[src/verilog/mmio_pkg.sv]
package mmio_pkg;

    localparam int DATA_W = 32;     // data and address bus width

    // mmio register addresses, everything below MEM_BYTES is ram
    localparam logic [DATA_W-1:0] SPI_CMD_ADDR   = 32'd121212;  // cmd byte [7:0], count [11:8]
    localparam logic [DATA_W-1:0] SPI_PARAM_ADDR = 32'd333333;  // param word, write kicks off spi
    localparam logic [DATA_W-1:0] I2C_XY_ADDR    = 32'd923923;  // touch coordinate, read only

    // decoder fsm
    typedef enum logic [2:0] {
        MMIO_IDLE,      // samples read/write from memory handler
        MMIO_BUSY,      // done pulse back to memory handler
        MMIO_MEMWAIT,   // start pulse out, wb master not busy yet
        MMIO_MEMREAD,   // waiting for read data
        MMIO_MEMWRITE   // waiting for write ack
    } mmio_state_e;

    // wishbone master fsm
    typedef enum logic [1:0] {
        WB_IDLE,
        WB_CYCLE,       // cyc/stb up until ack
        WB_DONE         // read data fresh, one cycle
    } wb_state_e;

    // display spi fsm
    typedef enum logic [1:0] {
        SPI_IDLE,
        SPI_CMD,        // command byte, dc low
        SPI_PARAM,      // parameter bytes, dc high
        SPI_FINISH      // hold cs low for half a bit
    } spi_state_e;

endpackage

[src/verilog/wb_master.sv]
`timescale 1ns/1ns

module wb_master import mmio_pkg::*; (
    input  logic                clk,
    input  logic                nRst,
    // decoder side
    input  logic                mem_read_i,     // start pulse
    input  logic                mem_write_i,    // start pulse
    input  logic [DATA_W-1:0]   mem_address_i,
    input  logic [DATA_W-1:0]   mem_wdata_i,
    output logic                mem_busy_o,
    output logic [DATA_W-1:0]   mem_rdata_o,
    // wishbone classic
    output logic                wb_cyc_o,
    output logic                wb_stb_o,
    output logic                wb_we_o,
    output logic [DATA_W-1:0]   wb_adr_o,
    output logic [DATA_W-1:0]   wb_dat_o,
    output logic [DATA_W/8-1:0] wb_sel_o,
    input  logic [DATA_W-1:0]   wb_dat_i,
    input  logic                wb_ack_i
);

    wb_state_e state;
    logic      start;

    assign start = mem_read_i | mem_write_i;

    // cyc/stb held for the whole cycle, dropped on ack edge
    assign wb_cyc_o   = (state == WB_CYCLE);
    assign wb_stb_o   = (state == WB_CYCLE);
    assign mem_busy_o = (state == WB_CYCLE);
    assign wb_sel_o   = '1;                     // full word only

    always_ff @(posedge clk, negedge nRst) begin
        if (!nRst) begin
            state   <= WB_IDLE;
            wb_we_o <= 1'b0;
        end else begin
            case (state)
                WB_IDLE, WB_DONE: begin
                    if (start) begin
                        state   <= WB_CYCLE;
                        wb_we_o <= mem_write_i;
                    end else begin
                        state <= WB_IDLE;
                    end
                end
                WB_CYCLE: if (wb_ack_i) state <= WB_DONE;
                default:  state <= WB_IDLE;
            endcase
        end
    end

    always_ff @(posedge clk) begin
        if (start && state != WB_CYCLE) begin
            wb_adr_o <= mem_address_i;
            wb_dat_o <= mem_wdata_i;
        end
        if (state == WB_CYCLE && wb_ack_i && !wb_we_o)
            mem_rdata_o <= wb_dat_i;            // held until next read
    end

    // slave may only ack inside a cycle we opened
    a_ack_in_cycle: assert property (@(posedge clk) disable iff (!nRst)
        wb_ack_i |-> wb_cyc_o);

endmodule

[config.mk]
export PLATFORM = sky130hd
export DESIGN_NAME = wb_master
export DESIGN_NICKNAME = d
export VERILOG_FILES = /design/src/verilog/mmio_pkg.sv /design/src/verilog/wb_master.sv
export SDC_FILE = /design/constraint.sdc
export NUM_CORES = 1
export LEC_CHECK = 0
export BUFFER_PORTS_ARGS = -buffer_cell sky130_fd_sc_hd__buf_2
export CAP_MARGIN = 20
export CELL_PAD_IN_SITES_DETAIL_PLACEMENT = 1
export CELL_PAD_IN_SITES_GLOBAL_PLACEMENT = 1
export CORE_MARGIN = 2
export CORE_UTILIZATION = 35
export DETAILED_ROUTE_END_ITERATION = 6
export PLACE_DENSITY_LB_ADDON = 0.1
export SYNTH_ARGS = -nofsm -noshare
export SYNTH_HDL_FRONTEND = slang
export SYNTH_SLANG_ARGS = --single-unit
[constraint.sdc]
create_clock -name clk -period 8.7 [get_ports clk]
set_input_delay 0.435 -clock clk [delete_from_list [all_inputs] [get_ports clk]]
set_output_delay 0.435 -clock clk [all_outputs]
set_load 0.05 [all_outputs]
Yosys cells after proc, flatten, opt, wreduce, memory -nomap -nowiden
Index checks and enable logic that the tools add are counted.
{ "word_totals": {"wordCells": 20, "output_inout_bits": 104, "input_bits": 101, "regBits": 99} }
{ "op_classes": {"n_eq_ne": 4, "muxes": 3, "bitwise": 1, "reduce_logical": 7} }
{ "ops": {"columns": ["cell", "count"], "rows": [
  ["2-bit by 1-bit != test with 1-bit output (second input constant)", 2],
  ["2-bit case mux with 2 select lines", 1],
  ["1-bit logical AND", 3],
  ["2-bit by 1-bit == test with 1-bit output (second input constant)", 1],
  ["2-bit == test (second input constant)", 1],
  ["2-bit logical NOT", 1],
  ["2-bit 2-to-1 mux", 1],
  ["2-bit AND reduction", 1],
  ["2-bit OR reduction", 1],
  ["1-bit logical NOT", 1],
  ["1-bit 2-to-1 mux", 1],
  ["1-bit OR", 1]
]} }

Logic depth before layout (Yosys ltp)
Gate-level depths: netlist of the first run.
{ "depth": {"word_depth": 3, "mapped_depth": 2, "ltp_nobuf": 2} }

Worst setup path before layout of the first run
No wires, ideal clock.
{ "synth_path": {"path_kind": "register to register", "from": "register state[0]", "to": "register wb_adr_o[0] (enable)", "path_buffers": 0, "period_less_slack_ps": 3788, "stages_incl_launch_ff": 3, "setup_time_ps": 488, "arrival_time_ps": 3300, "slack_ps": 4912, "required_time_ps": 8212, "path_cell_list": "dfrtp_1 -> nor2b_4 -> nor2_1"} }
{ "synth_between": {"elab_chain_len": 2} }
{ "synth_rtl": {"columns": ["element", "line", "text"], "rows": [
  ["start, declared", "wb_master.sv:24", "wb_state_e state;"],
  ["start signal, assigned", "wb_master.sv:37", "state <= WB_IDLE;"],
  ["start signal, assigned", "wb_master.sv:43", "state <= WB_CYCLE;"],
  ["start signal, assigned", "wb_master.sv:46", "state <= WB_IDLE;"],
  ["2-bit by 1-bit != test with 1-bit output", "wb_master.sv:56", "if (start && state != WB_CYCLE) begin"],
  ["1-bit logical AND", "wb_master.sv:56", null],
  ["end signal, assigned", "wb_master.sv:57", "wb_adr_o <= mem_address_i;"],
  ["end, declared", "wb_master.sv:17", "output logic [DATA_W-1:0] wb_adr_o,"]
]} }
Every way passes these cells.
A chain may end at the register's enable or synchronous reset.

Worst setup path after layout of the first run
{ "layout_path": {"from": "register state[1]", "to": "output port wb_stb_o"} }
{ "layout_between": {"elab_chain_len": 1} }
{ "layout_rtl": {"columns": ["element", "line", "text"], "rows": [
  ["2-bit by 1-bit == test with 1-bit output", "wb_master.sv:31", "assign wb_stb_o = (state == WB_CYCLE);"],
  ["end, declared", "wb_master.sv:15", "output logic wb_stb_o,"]
]} }
Every way passes these cells.

==> results.md, run 1 <==
- Routability Congestion: 0.795
- Synth warn: 0
- Ports: 205
- Post-route minimum period: 1.72 ns
- Comb power frac: 0.359
- Initial antenna violation count: 0
- RSZ-0062 raised after global routing: no
- DRC: 0
- Die X: 97.8 microns
- Post-Syn Area per Cell: 26.5 sq um
- Fmax: 580 MHz
- P&R area growth vs syn: 44.1%
- Initial core utilization: 0.356
- Die area: 9560 sq um
- Final wirelength: 6810 microns
- Placed insts: 423
- Critical path's top delay family: flip-flops
- Slack of the critical path: 6.98 ns
- Setup slack at placement: 6.99 ns
- Seq/Total Area, Yosys: 0.961
- Worst Skew: 0.0120 ns
- Largest net degree at the start of global routing: 65
- Cells after Synth: 116
- Max FO, Critical Path: 5
- Crit path arrival time: 1.29 ns
- CP max-delay cell: dfrtp_1
- Core footprint: 8640 sq um
- First DRT Iteration DRCs: 57
- Share of layout cells above drive strength 1: 0.671
- H-tree levels: 3
- Fin crit share: 0.198
- Drt first pass iters: 4
- Drt via density: 4.23
- Total gr overflow: 0
- Crit-path cells: nor2b_4, buf_2
- Clock transition at path regs: 0.10 ns
- Clock buffer count from CTS: 9
- Commonest non-fill, non-tap cell in the layout: buf_2
- Static Leak: 1.90 nW
- Post-Synthesis Cell Area: 3080 sq um
- DR vias: 1,856
- Max Cap Violations: 0
- Port buffer count: 200
- Sequential share of power: 0.441
- Die height: 97.8 microns
- Post-synth cell types: 13
- Worst VDD drop: 0.130 mV
- Crit path capture type: primary output
- Tightest Pin Transition: 0.790 ns
- Clock buffer depth: 2
- Switching share of power: 0.412
- CTS Root Cell: clkbuf_8
- # hold bufs at CTS: 1
- Final net count: 428
- Setup_tns: 0 ns
- First-pass GRT wire length: 10,300 microns
- Fin. Hold Viols: 0
- Pins over their slew limit: 0
- CTS sink count: 99
- Final std cells w/o fill: 439
- CTS tree: done
- Antenna cells: 0
- Setup violators final: 0
- Routed Antenna Nets: 0
- DR WL/cell: 15.5 microns
- Post-CTS sizing: 0
- Clock Power Share: 0.200
- Synthesized flop and latch total: 99
- Status: completed
- Type of the worst setup path: register to primary output
- Most frequent cells in the layout: 200 x buf_2, 96 x edfxtp_1, 9 x clkbuf_8
- Sw power: 0.000639 W
- Worst EP required: 8.27 ns
- Relative slew slack: 0.473
- Hpwl dp: 5240 microns
- Worst hold path type: primary input to register
- PD cells: 350 nW/um^2
- Skew-Pair Late Insertion Delay: 0.34 ns
- CP startpoint kind: register
- Worst Path Buf+Inv: 1
- Num rows: 34
- Largest stage delay, worst path: 0.45 ns
- Setup Buffers After CTS: 0
- GRT Overall Usage: 0.144
- Vias in the first global route: 1,968
- Int Pwr: 0.000914 W
flip-flops by register name, indices dropped and copies added, names as in the netlist:
name	count
mem_rdata_o	32
state	2
wb_adr_o	32
wb_dat_o	32
wb_we_o	1
per-layer routing:
layer  GRT usage  routed length [microns]
met4      0.0513                       89
met5           0                        0
met1       0.166                     2500
met2       0.242                     3450
met3      0.0594                      773
per-stage QoR:
stage / total power (W) / hold WS [ns] / utilization / cell area (sq um)
after global placement: 0.00125 / 0.231 / 0.488 / 4210
after detailed placement: 0.00126 / 0.231 / 0.488 / 4210
after floorplan: 0.00114 / 0.139 / - / 3090
final: 0.00155 / 0.258 / 0.513 / 4430
after global routing: 0.00161 / 0.230 / 0.513 / 4430
after CTS: 0.00157 / 0.234 / 0.513 / 4430
Yosys cell counts:
| cell type | number | area, sq um |
|---|---|---|
| nor2b_4 | 1 | 13.8 |
| dfrtp_1 | 3 | 75.1 |
| conb_1 | 1 | 3.75 |
| nor2_1 | 2 | 7.51 |
| nor4_2 | 1 | 12.5 |
| buf_4 | 6 | 45.0 |
| inv_1 | 1 | 3.75 |
| edfxtp_1 | 96 | 2880 |
| a22o_2 | 1 | 10.0 |
| inv_2 | 1 | 3.75 |
| o2bb2ai_1 | 1 | 8.76 |
| nand2b_1 | 1 | 6.26 |
| nor3_1 | 1 | 5.00 |
cell families (layout without fill, tap and decap cells):
kind of cell,Yosys count,in the layout,synth area share
simple gates,6,6,0.0146
compound gates,2,2,0.00610
other cells,1,4,0.00122
flops,99,99,0.961
buf+inv,8,220,0.0171
area by class of cell:
class                           instances  area, sq um
Fill cell                             895         4200
Sequential cell                        99         2960
Inverter                                2         7.51
Timing Repair Buffer                  203         1030
Multi-Input combinational cell         12         95.1
Clock buffer                            9          124
Clock inverter                          6         88.8
Tap cell                              108          135
power by group through the flow:
stage	clock [W]	sequential [W]	combinational [W]
2_1_floorplan	0	0.00104	0.0000975
3_3_place_gp	0	0.000694	0.000560
3_5_place_dp	0	0.000697	0.000562
4_1_cts	0.000321	0.000687	0.000563
5_1_grt	0.000337	0.000697	0.000579
6_report	0.000311	0.000685	0.000557
path summary, 6_finish.rpt:
| kind | end | from | slack (ns) | cells after the start |
|---|---|---|---|---|
| setup / recovery | wb_stb_o | state[1]$_DFFE_PN0P_ | 6.98 | 2 |
| hold / removal | wb_adr_o[11]$_DFFE_PP_ | mem_address_i[11] | 0.26 | 1 |
| setup reg to reg | wb_adr_o[16]$_DFFE_PP_ | state[0]$_DFFE_PN0P_ | 7.00 | 3 |
| hold reg to reg | state[0]$_DFFE_PN0P_ | state[0]$_DFFE_PN0P_ | 0.52 | 1 |
| max in group asynchronous | state[1]$_DFFE_PN0P_ | nRst | 8.18 | 2 |
| min in group asynchronous | wb_we_o$_DFFE_PN0P_ | nRst | 0.42 | 2 |
Power figures use the tool's default switching activity.
==> run 2: changes to the inputs <==
--- a/config.mk
+++ b/config.mk
@@ -10,7 +10,7 @@
 export CELL_PAD_IN_SITES_DETAIL_PLACEMENT = 1
 export CELL_PAD_IN_SITES_GLOBAL_PLACEMENT = 1
 export CORE_MARGIN = 2
-export CORE_UTILIZATION = 35
+export CORE_UTILIZATION = 29
 export DETAILED_ROUTE_END_ITERATION = 6
 export PLACE_DENSITY_LB_ADDON = 0.1
 export SYNTH_ARGS = -nofsm -noshare
==> constraint.sdc (replaced) <==
create_clock -name clk -period 1.5 [get_ports clk]
set_input_delay 0.075 -clock clk [delete_from_list [all_inputs] [get_ports clk]]
set_output_delay 0.075 -clock clk [all_outputs]
set_load 0.05 [all_outputs]
==> results.md, run 2 (synthesis gave the netlist of run 1 again) <==
- H-tree levels: 3 (unchanged)
- Initial core utilization: 0.298 (was 0.356)
- Num rows: 37 (was 34)
- Initial antenna violation count: 0 (unchanged)
- PD cells: 1720 nW/um^2 (was 350 nW/um^2)
- Worst Path Buf+Inv: 1 (unchanged)
- Max FO, Critical Path: 5 (unchanged)
- Setup Buffers After CTS: 0 (unchanged)
- Top Usage Layer GRT: met2 (unchanged)
- Setup_tns: 0 ns (unchanged)
- Crit path arrival time: 1.31 ns (was 1.29 ns)
- Drt first pass iters: 4 (unchanged)
- Crit path capture type: primary output (unchanged)
- Final wirelength: 8420 microns (was 6810 microns)
- Switching share of power: 0.400 (was 0.412)
- Setup violators final: 0 (unchanged)
- P&R area growth vs syn: 78.5% (was 44.1%)
- Total gr overflow: 0 (unchanged)
- Skew-Pair Late Insertion Delay: 0.35 ns (was 0.34 ns)
- Final std cells w/o fill: 566 (was 439)
- DP Area: 4280 sq um (was 4210 sq um)
- Met2 GRT Util: 0.258 (was 0.242)
- GRT Overall Usage: 0.148 (was 0.144)
- RSZ-0062 raised after global routing: no (unchanged)
- Pins over their slew limit: 0 (unchanged)
- Type of the worst setup path: register to primary output (unchanged)
- CP max-delay cell: dfrtp_1 (unchanged)
- First-pass GRT wire length: 12,600 microns (was 10,300 microns)
- Port buffer count: 200 (unchanged)
- Worst EP required: 1.42 ns (was 8.27 ns)
- Largest net degree at the start of global routing: 47 (was 65)
- Fin crit share: 0.921
- Static Leak: 2.33 nW (was 1.90 nW)
- GRT met1 Usage: 0.155 (was 0.166)
- Crit-path cells: nor2b_4, buf_2 (unchanged)
- FILL cells: 1,036 (was 895)
- CTS Root Cell: clkbuf_8 (unchanged)
- Die X: 107 microns (was 97.8 microns)
- M3 GR Usage: 0.0620 (was 0.0594)
- DRC: 0 (unchanged)
- Ports: 205 (unchanged)
- Clock buffer depth: 2 (unchanged)
- Largest stage delay, worst path: 0.45 ns (about the same)
- Vias in the first global route: 2,470 (was 1,968)
- DR WL/cell: 14.9 microns (was 15.5 microns)
- Fin. Hold Viols: 0 (unchanged)
- Die area: 11,500 sq um (was 9560 sq um)
- First DRT Iteration DRCs: 52 (was 57)
- Max Cap Violations: 0 (unchanged)
- Worst Skew: 0.00551 ns (was 0.0120 ns)
- Final net count: 526 (was 428)
- CP startpoint kind: register (unchanged)
- Core footprint: 10,300 sq um (was 8640 sq um)
- Regs by FF count: mem_rdata_o: 32 flops, wb_adr_o: 32 flops, wb_dat_o: 32 flops (unchanged)
- Most frequent cells in the layout: 200 x buf_2, 98 x dlygate4sd3_1, 96 x edfxtp_1 (was 200 x buf_2, 96 x edfxtp_1, 9 x clkbuf_8)
- Post-route minimum period: 1.38 ns
- Worst VDD drop: 0.682 mV (was 0.130 mV)
- Int Pwr: 0.00568 W (was 0.000914 W)
- Comb power frac: 0.373 (was 0.359)
- CTS tree: done (unchanged)
- Die height: 107 microns (was 97.8 microns)
- Sw power: 0.00378 W (was 0.000639 W)
- Fmax: 724 MHz
- DR vias: 2,254 (was 1,856)
- Routed Antenna Nets: 0 (unchanged)
- Critical path's top delay family: flip-flops (unchanged)
- Commonest non-fill, non-tap cell in the layout: buf_2 (unchanged)
- Worst hold path type: primary input to asynchronous set/reset pin (was primary input to register)
- Clock Power Share: 0.207 (was 0.200)
- Clock buffer count from CTS: 9 (unchanged)
- Hpwl dp: 5580 microns (was 5240 microns)
- Placed insts: 452 (was 423)
- Antenna cells: 0 (unchanged)
- Cell area after layout: 5490 sq um (was 4430 sq um)
- Clock transition at path regs: 0.09 ns (was 0.10 ns)
- Status: completed (unchanged)
- Routability Congestion: 0.676 (was 0.795)
- CTS sink count: 99 (unchanged)
- Drt via density: 3.98 (was 4.23)
- Share of layout cells above drive strength 1: 0.519 (was 0.671)
- Sequential share of power: 0.420 (was 0.441)
-- run 2: changes by cell type in the layout (fill, tap and decap cells not counted), sizes merged --
cell,change
clkinv,+2
clkbuf,+1
clkinvlp,-2
dlygate4sd3,+97
buf,+1
inv,-1
bufinv,+1
-- run 2: power groups by stage --
stage	Combinational [W]	Clock (W)	Sequential, W
floorplan	0.000588	0	0.00598
global placement	0.00334	0	0.00402
detailed placement	0.00335	0	0.00404
CTS	0.00355	0.00205	0.00398
global route	0.00367	0.00214	0.00404
finish	0.00352	0.00196	0.00397
-- run 2: worst register-to-register path, cell delays in order, from the launching register on --
cell     delay, ns
dfrtp_1       0.42
inv_2         0.08
nor4_4        0.32
buf_12        0.24
-- run 2: cell type report --
type	count	area [sq um]	area share
Clock buffer	10	128	0.0232
Timing Repair Buffer	301	2030	0.369
Sequential cell	99	2960	0.539
Inverter	2	7.51	0.00137
Multi-Input combinational cell	12	95.1	0.0173
Clock inverter	6	104	0.0189
Tap cell	136	170	0.0310
-- run 2: final timing paths --
check,endpoint,start,slack [ns],depth (start not counted)
max,wb_stb_o,state[1]$_DFFE_PN0P_,0.12,2
min,state[0]$_DFFE_PN0P_,nRst,0.04,2
max reg2reg,mem_rdata_o[21]$_DFFE_PP_,state[0]$_DFFE_PN0P_,0.14,3
min reg2reg,state[0]$_DFFE_PN0P_,state[0]$_DFFE_PN0P_,0.53,1
max in group asynchronous,wb_we_o$_DFFE_PN0P_,nRst,1.34,2
min in group clk,state[0]$_DFFE_PN0P_,wb_ack_i,0.04,3
-- run 2: stage by stage --
stage | power (W) | hold WS (ns) | worst slack, ns | utilization
finish | 0.00945 | 0.0402 | 0.118 | 0.532
global placement | 0.00735 | -0.122 | 0.165 | 0.415
CTS | 0.00957 | 0.0167 | 0.0812 | 0.532
detailed placement | 0.00738 | -0.123 | 0.155 | 0.415
global route | 0.00985 | 0.0186 | 0.0400 | 0.532
floorplan | 0.00657 | -0.221 | -0.513 | -
-- run 2: what timing repair did --
| item | in CTS | in global routing |
|---|---|---|
| hold buffers | 98 | 0 |
| hold endpoints to repair | 100 | 0 |
| gates resized for setup | 0 | 0 |
-- run 2: layer usage --
layer	wire length, microns	up-vias
li1	-	1062
met1	3070	1041
met2	4250	138
met3	924	13
met4	171	0
met5	0	-
==> run 3: changes to the inputs <==
--- a/config.mk
+++ b/config.mk
@@ -8,9 +8,9 @@
 export BUFFER_PORTS_ARGS = -buffer_cell sky130_fd_sc_hd__buf_2
 export CAP_MARGIN = 20
 export CELL_PAD_IN_SITES_DETAIL_PLACEMENT = 1
-export CELL_PAD_IN_SITES_GLOBAL_PLACEMENT = 1
+export CELL_PAD_IN_SITES_GLOBAL_PLACEMENT = 2
 export CORE_MARGIN = 2
-export CORE_UTILIZATION = 29
+export CORE_UTILIZATION = 24
 export DETAILED_ROUTE_END_ITERATION = 6
 export PLACE_DENSITY_LB_ADDON = 0.1
 export SYNTH_ARGS = -nofsm -noshare
==> results.md, run 3 (synthesis gave the netlist of run 1 again) <==
- Largest net degree at the start of global routing: 33 (was 47)
- Crit path arrival time: 1.28 ns (was 1.31 ns)
- Worst Path Buf+Inv: 1 (unchanged)
- Crit path capture type: primary output (unchanged)
- Placed insts: 489 (was 452)
- CP max-delay cell: dfrtp_1 (unchanged)
- Drt first pass iters: 4 (unchanged)
- Critical path's top delay family: flip-flops (unchanged)
- Antenna cells: 0 (unchanged)
- Regs by FF count: mem_rdata_o: 32 flops, wb_adr_o: 32 flops, wb_dat_o: 32 flops (unchanged)
- Fin. Hold Viols: 0 (unchanged)
- Max Cap Violations: 0 (unchanged)
- P&R area growth vs syn: 83.1% (was 78.5%)
- Port buffer count: 200 (unchanged)
- DR WL/cell: 14.8 microns (was 14.9 microns)
- Most frequent cells in the layout: 200 x buf_2, 98 x dlygate4sd3_1, 96 x edfxtp_1 (unchanged)
- Num rows: 41 (was 37)
- Worst hold path type: primary input to asynchronous set/reset pin (unchanged)
- H-tree levels: 3 (unchanged)
- Fin crit share: 0.905 (was 0.921)
- Worst EP required: 1.42 ns (about the same)
- PD cells: 1770 nW/um^2 (was 1720 nW/um^2)
- Commonest non-fill, non-tap cell in the layout: buf_2 (unchanged)
- Worst VDD drop: 0.853 mV (was 0.682 mV)
- Pins over their slew limit: 0 (unchanged)
- Final std cells w/o fill: 603 (was 566)
- Clock buffer count from CTS: 9 (unchanged)
- Max FO, Critical Path: 5 (unchanged)
- Largest stage delay, worst path: 0.44 ns (was 0.45 ns)
- Post-route minimum period: 1.36 ns (was 1.38 ns)
- GRT Overall Usage: 0.129 (was 0.148)
- Share of layout cells above drive strength 1: 0.517 (was 0.519)
- Final wirelength: 8900 microns (was 8420 microns)
- CP startpoint kind: register (unchanged)
- Clock buffer depth: 2 (unchanged)
- CTS Root Cell: clkbuf_16 (was clkbuf_8)
- Vias in the first global route: 2,462 (was 2,470)
- Slack of the critical path: 0.142 ns (was 0.118 ns)
- Setup_tns: 0 ns (unchanged)
- CTS tree: done (unchanged)
- Crit-path cells: nor2b_4, buf_2 (unchanged)
- First-pass GRT wire length: 12,700 microns (was 12,600 microns)
- Initial antenna violation count: 0 (unchanged)
- Hpwl dp: 6080 microns (was 5580 microns)
- CTS sink count: 99 (unchanged)
- Drt via density: 3.79 (was 3.98)
- Total gr overflow: 0 (unchanged)
- Die height: 117 microns (was 107 microns)
- Routability Congestion: 0.644 (was 0.676)
- First DRT Iteration DRCs: 96 (was 52)
- Core footprint: 12,600 sq um (was 10,300 sq um)
- Die area: 13,700 sq um (was 11,500 sq um)
- Setup violators final: 0 (unchanged)
- Static Leak: 2.37 nW (was 2.33 nW)
- Setup slack at placement: 0.139 ns (was 0.155 ns)
- Status: completed (unchanged)
- Type of the worst setup path: register to primary output (unchanged)
- RSZ-0062 raised after global routing: no (unchanged)
- DR vias: 2,285 (was 2,254)
- Worst Skew: 0.00477 ns (was 0.00551 ns)
- Die X: 117 microns (was 107 microns)
- Post-CTS sizing: 0 (unchanged)
- Final net count: 527 (was 526)
- Routed Antenna Nets: 0 (unchanged)
- Clock transition at path regs: 0.06 ns (was 0.09 ns)
- Fmax: 736 MHz (was 724 MHz)
- Ports: 205 (unchanged)
- Skew-Pair Late Insertion Delay: 0.34 ns (was 0.35 ns)
- Initial core utilization: 0.245 (was 0.298)
- DRC: 0 (unchanged)
- Worst hold slack: 0.0556 ns (was 0.0402 ns)
## run 3: cell count changes in the layout (fill, tap and decap cells not counted)
cell        delta
clkbuf_16      +9
bufinv_16      -1
clkbuf_8       -9
clkinv_1       +1
clkinv_2       -1
clkinvlp_4     +1
buf_12         +1
## run 3: path summary, 6_finish.rpt
| path | from | end | slack (ns) | cells after the start |
|---|---|---|---|---|
| worst max-delay path | state[1]$_DFFE_PN0P_ | wb_stb_o | 0.14 | 2 |
| worst min-delay path | nRst | wb_we_o$_DFFE_PN0P_ | 0.06 | 2 |
| worst max register to register | state[0]$_DFFE_PN0P_ | mem_rdata_o[0]$_DFFE_PP_ | 0.14 | 3 |
| worst min register to register | state[0]$_DFFE_PN0P_ | state[0]$_DFFE_PN0P_ | 0.52 | 1 |
| max in group asynchronous | nRst | wb_we_o$_DFFE_PN0P_ | 1.31 | 2 |
| min in group clk | mem_read_i | wb_we_o$_DFFE_PN0P_ | 0.06 | 3 |
## run 3: final cells by class
type                       instances  area, sq um
clock buffer                      10          229
clock inverter                     6         80.1
fill                            1288         6930
inverter                           2         7.51
multi-input combinational         12         95.1
sequential                        99         2960
tap                              172          215
timing repair buffer             302         2050
## run 3: report_power, final
group	internal, W	switching (W)
Clock	0.00145	0.000951
Sequential	0.00381	0.000167
Combinational	0.000815	0.00278
Total	0.00607	0.00390
## run 3: per-stage QoR
step / utilization / cell area (sq um) / total power [W]
3_5_place_dp: 0.346 / 4350 / 0.00746
2_1_floorplan: - / 3110 / 0.00657
4_1_cts: 0.448 / 5640 / 0.0101
6_report: 0.448 / 5640 / 0.00997
5_1_grt: 0.448 / 5640 / 0.0104
3_3_place_gp: 0.346 / 4350 / 0.00743
## run 3: timing repair
action	in CTS	in global routing
endpoints found under the setup margin	0	0
hold buffers	98	0
hold endpoints to repair	100	0
setup buffers	0	0
## run 3: routing by layer
| metal | global-route usage | wire length, microns | share of wire |
|---|---|---|---|
| met3 | 0.0551 | 1010 | 0.11 |
| met4 | 0.0659 | 165 | 0.019 |
| met5 | 0 | 0 | 0 |
| met1 | 0.135 | 3360 | 0.38 |
| met2 | 0.221 | 4370 | 0.49 |
